File: src/hdl/aqed_flow_cam_config.svh
`ifndef AQED_FLOW_CAM_CONFIG_SVH
`define AQED_FLOW_CAM_CONFIG_SVH

// bank partitioning of the flow id space
`define AQED_NUM_BANKS 4
`define AQED_BANK_BITS 2

// entries held by each bank CAM
`define AQED_BANK_ENTRIES 32
`define AQED_ENTRY_BITS 5

// every entry gets one invalidating write after reset
`define AQED_INIT_CYCLES `AQED_BANK_ENTRIES

`endif

File: src/hdl/aqed_types_pkg.sv
`default_nettype none

`include "aqed_flow_cam_config.svh"

package aqed_types_pkg;

  typedef logic [6:0]                                     qid_t;
  typedef logic [15:0]                                    hid_t;
  typedef logic [`AQED_ENTRY_BITS-1:0]                    entry_t;
  typedef logic [`AQED_BANK_BITS-1:0]                     bank_t;
  // bank index sits above the entry index
  typedef logic [`AQED_BANK_BITS+`AQED_ENTRY_BITS-1:0]    fid_t;
  typedef logic [`AQED_BANK_ENTRIES-1:0]                  match_t;

  typedef enum logic [1:0] {
    op_ill     = 2'd0,
    op_lookup  = 2'd1,
    op_enq_wen = 2'd2,
    op_cmp_wen = 2'd3
  } aqed_op_e;

  typedef struct packed {
    aqed_op_e op;
    fid_t     fid;
    qid_t     qid;
    hid_t     hid;
  } aqed_req_t;

  typedef struct packed {
    aqed_op_e op;
    fid_t     fid;
    qid_t     qid;
    hid_t     hid;
    logic     hit;
    logic     vac;
  } aqed_rsp_t;

  typedef struct packed {
    logic double_hit;
    logic cmp_unset;
  } aqed_err_t;

  // cam key and stored entry
  typedef struct packed {
    qid_t qid;
    hid_t hid;
  } cam_key_t;

  typedef struct packed {
    logic     valid;
    cam_key_t key;
  } cam_entry_t;

endpackage

`default_nettype wire

File: src/hdl/aqed_bcam_array.sv
`timescale 1ns/1ns
`default_nettype none

`include "aqed_flow_cam_config.svh"

module aqed_bcam_array
  import aqed_types_pkg::*;
(
  input  wire logic       clk,
  input  wire logic       rst_n,
  input  wire logic       cam_wen,
  input  wire entry_t     cam_waddr,
  input  wire cam_entry_t cam_wdata,
  input  wire logic       cam_cen,
  input  wire cam_key_t   cam_ckey,
  output match_t          cam_match
);

  cam_entry_t mem [`AQED_BANK_ENTRIES];
  match_t     match_c;

  // single write port
  always_ff @(posedge clk) begin
    if (cam_wen) begin
      mem[cam_waddr] <= cam_wdata;
    end
  end

  // one comparator per entry, qualified by the stored valid bit
  always_comb begin
    for (int i = 0; i < `AQED_BANK_ENTRIES; i++) begin
      match_c[i] = mem[i].valid && (mem[i].key == cam_ckey);
    end
  end

  // match vector holds until the next compare
  always_ff @(posedge clk or negedge rst_n) begin
    if (!rst_n) begin
      cam_match <= '0;
    end else if (cam_cen) begin
      cam_match <= match_c;
    end
  end

endmodule

`default_nettype wire

File: config.mk
export PLATFORM = sky130hd
export DESIGN_NAME = aqed_bcam_array
export DESIGN_NICKNAME = d
export VERILOG_FILES = /design/src/hdl/aqed_types_pkg.sv /design/src/hdl/aqed_bcam_array.sv
export VERILOG_INCLUDE_DIRS = /design/src /design/src/hdl
export SDC_FILE = /design/constraint.sdc
export NUM_CORES = 1
export LEC_CHECK = 0
export BUFFER_PORTS_ARGS = -buffer_cell sky130_fd_sc_hd__buf_2
export CORE_MARGIN = 5
export CORE_UTILIZATION = 45
export DETAILED_ROUTE_END_ITERATION = 10
export GPL_ROUTABILITY_DRIVEN = 0
export PLACE_DENSITY_LB_ADDON = 0.1
export SYNTH_ARGS = -nofsm -noshare
export SYNTH_HDL_FRONTEND = slang
export SYNTH_SLANG_ARGS = --single-unit
File: constraint.sdc
create_clock -name clk -period 3.8 [get_ports clk]
set_clock_uncertainty 0.15 [all_clocks]
set_input_delay 0.38 -clock clk [delete_from_list [all_inputs] [get_ports clk]]
set_output_delay 0.38 -clock clk [all_outputs]
set_load 0.02 [all_outputs]
==> reports/results.tsv, run 1 <==
stage	metric	value	unit
pwr	power_switching	4.35	mW
setup_path	critPathLaunchType	flip-flop	
place	postPlaceCellArea	35300	um^2
place	placed_cells	3059	
pwr	comb_power_share	6.5	%
clock_network	cts_buffers	83	
routing	drt_iter0_drc	1786	
timing	slew_viol_final	0	
setup_path	endpoint_kind	flip-flop	
cells_and_area	final_cells	3215	
clock_network	clk_pin_slew_worst_paths	0.06	ns
setup_path	crit_arrival	2.56	ns
synthesis	ys_ff_latch	800	
floorplanning	rows	100	
clock_network	max-clock-path-buffers	3	
synthesis	synth.most_common_cell	edfxtp_1	
synthesis	synth_edf_count	768	
timing	max_freq	457	MHz
setup_path	crit_slowest_cell	nor4_1	
routing	vias_per_cell	5.70	
global_routing	grt_overflow	0	
routing	num_vias	18300	
floorplanning	dieArea	79900	um^2
synthesis	syn_avg_cell_area	16.7	um^2
synthesis	ys_async_sr_fraction	4.00	%
setup_path	criticalPathCategory	flip-flop to flip-flop	
synthesis	synthTopCellsByCount	edfxtp_1 (768), xor2_1 (576), xnor2_1 (156), nor4_1 (128), buf_6 (72)	
pwr	swShare	22.5	%
clock_network	cts_tree	done	
synthesis	dominantRegCellSynth	edfxtp_1	
synthesis	ys.warnings.count	0	
setup_path	slowest_delay	0.78	ns
synthesis	synth_area_leaders	edfxtp_1 (69%), xor2_1 (15%), xnor2_1 (4.1%)	
setup_path	worstPathMaxFanout	1	
setup_path	cp.required	4.17	ns
pwr	clkPwrFrac	42.8	%
pwr	max-vdd-ir-drop	0.000453	V
place	dp_slack	1.03	ns
synthesis	syn-num-nets	2057	
routing	drt-wirelength-per-cell	32.9	um
timing	setup_violations	0	
global_routing	grt_util_all_layers	26.6	%
timing	fin_crit	2.19	ns
timing	fin_crit_sh	57.6	%
floorplanning	start_util	45.1	%
routing	drc	0	
cells_and_area	area_growth_syn_to_layout	13.7	%
cells_and_area	final_nets	2232	
cells_and_area	fin_util	51.3	%
synthesis	ys_seq_area_share	71.4	%
setup_path	crit_chain	xor2_1, nor4_1, nand4_1, o22ai_1	
pwr	p_int	15.0	mW
global_routing	antenna_found_initial	10	
global_routing	grt_pass1_wl	147000	um
hold_path	hp-class	input pin to flip-flop	
place	io_buffer_count	87	
floorplanning	coreArea	74100	um^2
synthesis	synth_area	33400	um^2
floorplanning	pin_count	88	
clock_network	clock_sinks	800	
place	place_hpwl	59300	um
timing	final_hold_viol_count	0	
pwr	power-per-cell-area	509	nW/um^2
clock_network	root_buffer	clkbuf_16	
cells_and_area	design_area	38000	um^2
timing	fin_tns_setup	0	ns
clock_network	insertion_delay	0.63	ns
global_routing	grt_pass1_vias	18300	
run	cap_violations	0	
routing	drt_pass1_iterations	5	
cells_and_area	drive_gt1_share	15.6	%
timing	max_slew_margin	4.43	%
pwr	p_leak	12.8	nW
routing	wirelength	106000	um
timing	finalWorstSetupSlack	1.61	ns
pwr	power_frac_seq	50.7	%
global_routing	grt_max_degree	39	
synthesis	synth.top_cell.area_share	69.0	%
synthesis	synthCells	2001	
routing	drtAntennaViolNets	0	
synthesis	synth_area_leader_cell	edfxtp_1	
timing	worst_pin_slew	1.43	ns
synthesis	synth_cell_type_count	21	
status	status	finished clean	
timing	rsz0062_at_grt	false	
floorplanning	fp.dieW	283	um
clock_network	htree_levels	3	
floorplanning	fp.dieH	283	um
-- registers in the layout, summed over array words and instances (netlist names) --
| name | cells |
|---|---|
| mem | 768 |
| cam_match | 32 |
-- timing repair --
action,4_1_cts,5_1_grt
hold buffers,1,0
resized for setup,0,0
buffers inserted,0,0
endpoints found under the hold margin,14,0
-- layout make-up --
| type | instances | area (um^2) |
|---|---|---|
| sequential | 800 | 23900 |
| timing repair buffer | 190 | 1500 |
| antenna | 4 | 10.0 |
| tap | 969 | 1210 |
| fill | 6221 | 36000 |
| inverter | 32 | 120 |
| clock inverter | 28 | 292 |
| clock buffer | 123 | 2460 |
| multi-input combinational | 1069 | 8570 |
-- kinds of logic (layout without fill, tap and decap cells) --
kind of cell | after synthesis | count (layout) | synth area share [%]
AOI/OAI and AO/OA | 32 | 32 | 0.599
xor gates and xnor gates | 736 | 736 | 19.4
buffers and inverters | 132 | 373 | 3.26
DFF | 800 | 800 | 71.4
other | 0 | 4 | 0
and+or+nand+nor | 301 | 301 | 5.41
-- final timing paths --
kind | from | end | cells past startpoint | slack (ns)
min reg2reg | cam_match[12]$_DFFE_PN0P_ | cam_match[12]$_DFFE_PN0P_ | 2 | 0.40
max | mem[6][16]$_DFFE_PP_ | cam_match[6]$_DFFE_PN0P_ | 4 | 1.61
max in group asynchronous | rst_n | cam_match[6]$_DFFE_PN0P_ | 3 | 2.38
min | cam_cen | cam_match[29]$_DFFE_PN0P_ | 2 | 0.13
min in group asynchronous | rst_n | cam_match[28]$_DFFE_PN0P_ | 2 | 0.17
max reg2reg | mem[6][16]$_DFFE_PP_ | cam_match[6]$_DFFE_PN0P_ | 4 | 1.61
-- per-stage QoR --
stage                     total power, mW  hold slack, ns
after floorplan                      10.6         -0.0656
after global placement               11.2           0.299
after detailed placement             11.2           0.289
after CTS                            19.5           0.101
after global routing                 19.9           0.123
final                                19.3           0.133
-- placed cells by master, fill, tap and decap left out, drive strengths merged --
master       netlist  layout
dlygate4sd3        0       1
clkbuf             6     123
clkinvlp           0       3
edfxtp           768     768
bufinv             0       6
or4               32      32
diode              0       4
inv               32      33
o22ai             32      32
nand2              1       1
buf               94     189
nor4             128     128
clkinv             0      18
nand3             34      34
or3                1       1
or3b               3       3
nand3b             5       5
nand4             64      64
xor2             576     576
dfrtp             32      32
nor2              33      33
xnor2            160     160
-- critical path: cells and delay by family (launching register included) --
kind	cells	cell delay, ns
and+or+nand+nor	2	1.18
DFF	1	0.37
AOI/OAI and AO/OA	1	0.24
xor gates and xnor gates	1	0.15
-- layer usage --
layer  wire, um  vias to the layer above  GRT usage [%]
li1           -                     7667              -
met1      46400                     9873           38.6
met2      50700                      670           43.0
met3       6790                      125           4.10
met4       2050                        4           5.73
met5         33                        -              0
-- power groups by stage --
stage	clock network, mW	logic, mW	registers (mW)
after floorplan	0	0.626	9.99
after global placement	0	1.25	9.99
after detailed placement	0	1.25	9.99
after CTS	8.40	1.26	9.80
after global routing	8.74	1.31	9.81
final	8.28	1.26	9.80
No activity file was read; power rests on OpenSTA's default activity.
==> run 2, diff against run 1 <==
==> constraint.sdc (replaced) <==
create_clock -name clk -period 2.13 [get_ports clk]
set_clock_uncertainty 0.15 [all_clocks]
set_input_delay 0.213 -clock clk [delete_from_list [all_inputs] [get_ports clk]]
set_output_delay 0.213 -clock clk [all_outputs]
set_load 0.02 [all_outputs]
==> run 2 against run 1 <==
Effect of this change:
- first-iteration DRC count is 8.7% higher
- sequential cell count stayed put
- critical path type is now input pin to flip-flop
- sequential share of layout area is 2.0 points lower
- utilization is 1.6 points higher
- largest cell class unchanged
- sequential power is 79% higher
- count of clock-buffer cells in the layout is 4 higher
- highest routed layer unchanged
- cell area is 3.2% higher
- hold slack worse by 0.082 ns
- critical path depth is 3 higher
- worst setup slack worse by 1.5 ns
==> reports/results.tsv, run 2 (synthesis results as in run 1) <==
stage	metric	value	unit
global_routing	grt_util_all_layers	26.3	%
place	io_buffer_count	87	
pwr	total_power	34.3	mW
clock_network	insertion_delay	0.62	ns
pwr	max-vdd-ir-drop	0.000684	V
timing	fin_crit_sh	95.5	%
global_routing	grt_max_degree	33	
setup_path	critPathLaunchType	input pin	
cells_and_area	drive_gt1_share	16.5	%
cells_and_area	area_growth_syn_to_layout	17.4	%
clock_network	root_buffer	clkbuf_16	
timing	fin_crit	2.04	ns
routing	drt_pass1_iterations	5	
cells_and_area	final_nets	2288	
clock_network	htree_levels	3	
floorplanning	coreArea	74100	um^2
setup_path	cp.required	2.54	ns
routing	num_vias	18500	
floorplanning	dieArea	79900	um^2
cells_and_area	fillers	5994	
floorplanning	pin_count	88	
timing	hold_slack	0.0515	ns
clock_network	cts_tree	done	
clock_network	max-clock-path-buffers	3	
routing	drt_iter0_drc	1942	
pwr	power_frac_seq	51.0	%
routing	drt-wirelength-per-cell	32.1	um
pwr	p_leak	13.2	nW
routing	wirelength	105000	um
clock_network	clock_sinks	800	
routing	drtAntennaViolNets	0	
global_routing	grt_pass1_vias	18500	
setup_path	endpoint_kind	flip-flop	
timing	setup_violations	0	
run	cap_violations	0	
floorplanning	fp.dieH	283	um
clock_network	clk_pin_slew_worst_paths	0.06	ns
cells_and_area	largest_reg_flops	768	
routing	drc	0	
pwr	comb_power_share	7.2	%
pwr	power-per-cell-area	874	nW/um^2
hold_path	hp-class	input pin to flip-flop	
floorplanning	fp.dieW	283	um
timing	max_slew_margin	35.8	%
cells_and_area	final_common_cell	edfxtp_1	
cells_and_area	regMostFlops	mem	
setup_path	crit_arrival	2.44	ns
status	status	finished clean	
cells_and_area	top_regs	mem (768), cam_match (32)	
clock_network	cts_buffers	83	
global_routing	grt_overflow	0	
timing	final_hold_viol_count	0	
timing	worst_pin_slew	0.962	ns
pwr	clkPwrFrac	41.8	%
setup_path	criticalPathCategory	input pin to flip-flop	
pwr	p_int	26.6	mW
timing	max_freq	491	MHz
routing	vias_per_cell	5.65	
pwr	swShare	22.4	%
setup_path	worstPathMaxFanout	20	
floorplanning	rows	100	
cells_and_area	fin_util	53.0	%
global_routing	antenna_found_initial	8	
timing	rsz0062_at_grt	false	
global_routing	grt_pass1_wl	144000	um
floorplanning	start_util	45.1	%
cells_and_area	final_cell_mix	edfxtp_1 (768), xor2_1 (576), xnor2_1 (155), nor4_1 (127), clkbuf_16 (89)	
timing	slew_viol_final	0	
place	place_hpwl	57100	um
pwr	power_switching	7.69	mW
## run 2: power groups by stage
| stage | logic [mW] | clock network, mW | registers, mW |
|---|---|---|---|
| after floorplan | 1.12 | 0 | 17.8 |
| after CTS | 2.48 | 14.6 | 17.5 |
| after global routing | 2.57 | 15.3 | 17.5 |
| final | 2.47 | 14.3 | 17.5 |
| after detailed placement | 2.43 | 0 | 17.8 |
| after global placement | 2.41 | 0 | 17.8 |
## run 2: stage by stage
step	worst slack, ns	setup TNS [ns]	area, um^2	instances
6_report	0.0948	0	39200	3271
3_3_place_gp	-0.0732	-0.0732	36300	3091
4_1_cts	0.138	0	39200	3269
3_5_place_dp	-0.135	-0.135	36300	3091
5_1_grt	0.0377	0	39200	3269
2_1_floorplan	-0.320	-88.62	33400	2001
## run 2: path summary, 6_finish.rpt
kind                                           start                         to  slack (ns)  cells past startpoint
max in group asynchronous                      rst_n   cam_match[9]$_DFFE_PN0P_        0.96                      4
min in group asynchronous                      rst_n  cam_match[11]$_DFFE_PN0P_        0.58                      4
min                                     cam_ckey[15]   cam_match[8]$_DFFE_PN0P_        0.05                      4
max                                          cam_cen  cam_match[27]$_DFFE_PN0P_        0.09                      7
max reg2reg                     mem[27][8]$_DFFE_PP_  cam_match[27]$_DFFE_PN0P_        0.15                      5
min reg2reg                cam_match[12]$_DFFE_PN0P_  cam_match[12]$_DFFE_PN0P_        0.39                      2
## run 2: final cells by class
type	instances	area (um^2)	share of cell area, %
tap	969	1210	3.09
antenna	2	5.00	0.0128
clock buffer	127	2490	6.34
sequential	800	23900	60.8
timing repair buffer	246	2780	7.09
clock inverter	26	195	0.497
multi-input combinational	1069	8580	21.9
inverter	32	120	0.306
## run 2: per-layer routing
| layer | vias up | GRT usage, % | part of all wire [%] |
|---|---|---|---|
| met4 | 4 | 6.32 | 2.2 |
| met3 | 155 | 4.53 | 7.1 |
| met5 | - | 0 | 0.020 |
| li1 | 7783 | - | - |
| met2 | 724 | 43.3 | 48 |
| met1 | 9802 | 37.1 | 42 |
## run 2: timing repair
item                                   CTS  global route
setup endpoints to repair                1             1
hold buffers                            25             0
pin swaps                                0             0
buffers inserted                         0             0
gates cloned                             0             0
endpoints found under the hold margin  518             0
resized for setup                        1             1
## run 2: critical path: stages
cell and delay [ns]:
dlygate4sd3_1 0.53, buf_4 0.21, buf_12 0.21, nand3_1 0.10, or4_1 0.46, o22ai_1 0.12
dlygate4sd3_1 0.57
==> run 3, diff against run 2 <==
--- a/config.mk
+++ b/config.mk
@@ -6,6 +6,7 @@
 export SDC_FILE = /design/constraint.sdc
 export NUM_CORES = 1
 export LEC_CHECK = 0
+export ABC_AREA = 1
 export BUFFER_PORTS_ARGS = -buffer_cell sky130_fd_sc_hd__buf_2
 export CORE_MARGIN = 5
 export CORE_UTILIZATION = 45
==> run 3 against run 2 <==
Effect of this change:
- non-clock buffer count grew 18
- combinational power grew 13%
- register-to-register slack gained 0.42 ns
- via count grew 61%
- hold slack lost 0.017 ns
- maximum frequency grew 6.2%
- synthesized cell count grew 130%
- critical path type is now input pin to asynchronous set/reset pin
- largest cell class unchanged
- largest power group unchanged
- highest routed layer is now met4
==> reports/results.tsv, run 3 <==
stage	metric	value	unit
status	status	finished clean	
synthesis	ys_seq_area_share	62.1	%
synthesis	synthCells	4555	
place	io_buffer_count	87	
routing	drt-wirelength-per-cell	22.0	um
setup_path	cp.required	2.56	ns
hold_path	worstHoldEndpoint	mem[10][23]$_DFFE_PP_	
setup_path	reg2regPathDepth	7	
floorplanning	fp.dieW	302	um
synthesis	ys.warnings.count	0	
cells_and_area	final_common_cell	nand2_1	
clock_network	cts_setup_buffers	0	
floorplanning	rows	107	
global_routing	antenna_found_initial	3	
clock_network	cts_buffers	90	
cells_and_area	multi_input_area	11300	um^2
pwr	power_switching	8.44	mW
timing	hold_slack	0.0341	ns
hold_path	min_path_cells	2	
routing	vias_per_cell	4.98	
routing	drt_iter0_drc	2730	
synthesis	syn_avg_cell_area	8.44	um^2
timing	max_slew_margin	28.2	%
setup_path	critPathLaunchType	input pin	
routing	drt_pass1_iterations	5	
synthesis	synth_edf_count	768	
clock_network	insertion_delay	0.64	ns
synthesis	synthTopCellsByCount	nand2_1 (2,226), edfxtp_1 (768), inv_1 (661), nor2_1 (544), buf_2 (108)	
synthesis	synth.most_common_cell	nand2_1	
global_routing	grt_pass1_wl	189000	um
routing	num_vias	29800	
timing	fin_crit_sh	90.0	%
setup_path	rrSetupSlack	0.57	ns
cells_and_area	final_nets	4813	
floorplanning	start_util	45.2	%
cells_and_area	regMostFlops	mem	
floorplanning	dieArea	91300	um^2
floorplanning	pin_count	88	
synthesis	ys_ff_latch	800	
pwr	comb_power_share	7.8	%
hold_path	hp-class	input pin to flip-flop	
pwr	p_int	27.2	mW
setup_path	endpoint_kind	asynchronous set/reset pin	
synthesis	ys_async_sr_fraction	4.00	%
timing	fin_tns_setup	0	ns
cells_and_area	fin_util	52.8	%
timing	slew_viol_final	0	
pwr	max-vdd-ir-drop	0.000608	V
cells_and_area	final_cell_mix	nand2_1 (2,226), edfxtp_1 (768), inv_1 (661), nor2_1 (512), clkbuf_16 (93)	
pwr	power_frac_seq	49.1	%
setup_path	rr_endpoint	cam_match[7]$_DFFE_PN0P_	
global_routing	grt_overflow	0	
cells_and_area	seqCellArea	23900	um^2
run	cap_violations	0	
clock_network	root_buffer	clkbuf_16	
place	place_hpwl	83300	um
clock_network	max-clock-path-buffers	3	
setup_path	reg2reg_from	mem[7][19]$_DFFE_PP_	
cells_and_area	fillers	7852	
cells_and_area	drive_gt1_share	8.82	%
synthesis	synth_area	38400	um^2
clock_network	clk_pin_slew_worst_paths	0.06	ns
pwr	power-per-cell-area	794	nW/um^2
timing	rsz0062_at_grt	false	
global_routing	grt_max_degree	38	
clock_network	htree_levels	3	
timing	final_hold_viol_count	0	
routing	drc	0	
setup_path	worstPathMaxFanout	11	
timing	max_freq	522	MHz
setup_path	criticalPathCategory	input pin to asynchronous set/reset pin	
pwr	clkPwrFrac	43.1	%
routing	drtAntennaViolNets	0	
pwr	p_leak	21.2	nW
synthesis	synth_cell_type_count	15	
clock_network	cts_tree	done	
place	placed_cells	5794	
synthesis	synth_area_leader_cell	edfxtp_1	
global_routing	grt_pass1_vias	28500	
cells_and_area	top_regs	mem (768), cam_match (32)	
cells_and_area	largest_reg_flops	768	
routing	wirelength	132000	um
hold_path	holdCritStartpoint	cam_wdata[23]	
synthesis	dominantRegCellSynth	edfxtp_1	
synthesis	synth_area_leaders	edfxtp_1 (60%), nand2_1 (22%), inv_1 (6.5%)	
setup_path	crit_arrival	2.35	ns
timing	fin_crit	1.92	ns
timing	setup_violations	0	
timing	worst_pin_slew	1.07	ns
clock_network	clock_sinks	800	
global_routing	grt_util_all_layers	28.7	%
floorplanning	coreArea	85000	um^2
floorplanning	fp.dieH	302	um
pwr	swShare	23.7	%
cells_and_area	area_growth_syn_to_layout	16.8	%
synthesis	syn-num-nets	4611	
cells_and_area	final_cells	5978	
synthesis	synth.top_cell.area_share	60.0	%
## run 3: cell types whose count changed in the layout (fill, tap and decap cells not counted), moves of 64 or more
cell     previous run  this run
inv_1              32       661
nand2_1             1      2226
nand4_1            64         0
nor2_1              1       512
nor4_1            127         0
xnor2_1           155         0
xor2_1            576        18
## run 3: metrics by stage
step | worst slack, ns | total power [mW] | cell area, um^2
floorplan | 0.0374 | 19.1 | 38400
global placement | 0.143 | 20.5 | 41800
detailed placement | 0.123 | 20.6 | 41800
CTS | 0.325 | 35.8 | 44900
global route | 0.214 | 36.7 | 44900
finish | 0.213 | 35.6 | 44900
## run 3: worst max path at each step
stage | to | slack, ns | depth (start not counted) | start
2_1_floorplan | mem[0][0]$_DFFE_PP_ | 0.04 | 3 | cam_waddr[1]
5_1_grt | cam_match[2]$_DFFE_PN0P_ | 0.21 | 3 | rst_n
6_report | cam_match[2]$_DFFE_PN0P_ | 0.21 | 3 | rst_n
3_3_place_gp | cam_match[5]$_DFFE_PN0P_ | 0.14 | 9 | cam_ckey[0]
4_1_cts | cam_match[2]$_DFFE_PN0P_ | 0.33 | 3 | rst_n
3_5_place_dp | cam_match[14]$_DFFE_PN0P_ | 0.12 | 10 | cam_ckey[0]
## run 3: cell families after synthesis
logic type,after synthesis,share of synthesized area [%]
flip-flops,800,62.1
AND/OR/NAND/NOR,2818,27.7
XOR/XNOR,18,0.410
buffers and inverters,831,8.65
AO/OA/AOI/OAI,88,1.15
## run 3: critical path: stages
cell,delay [ns]
dlygate4sd3_1,0.52
buf_2,0.28
dlygate4sd3_1,1.31
## run 3: metal layers
metal  vias to the layer above  GRT usage, %  share of wire (%)
li1                      14300             -                  -
met3                       285          3.28                6.8
met1                     14100          37.6                 40
met4                         0          13.4                5.4
met2                      1055          48.3                 47
met5                         -             0                  0
## run 3: repair_timing
action / in CTS / in global routing
resized for setup: 0 / 0
hold buffers: 15 / 0
hold endpoints to repair: 307 / 0
## run 3: cell type report
class                      count  area share (%)
multi-input combinational   2924            25.2
timing repair buffer         264            6.30
antenna                        4          0.0223
tap                         1144            3.19
clock buffer                 123            5.64
clock inverter                42           0.792
inverter                     677            5.66
sequential                   800            53.2
## run 3: power groups by stage
stage	clock [mW]	sequential, mW	combinational [mW]
2_1_floorplan	0	17.8	1.26
3_3_place_gp	0	17.8	2.71
3_5_place_dp	0	17.8	2.73
4_1_cts	15.6	17.5	2.77
5_1_grt	16.2	17.5	3.00
6_report	15.4	17.5	2.78
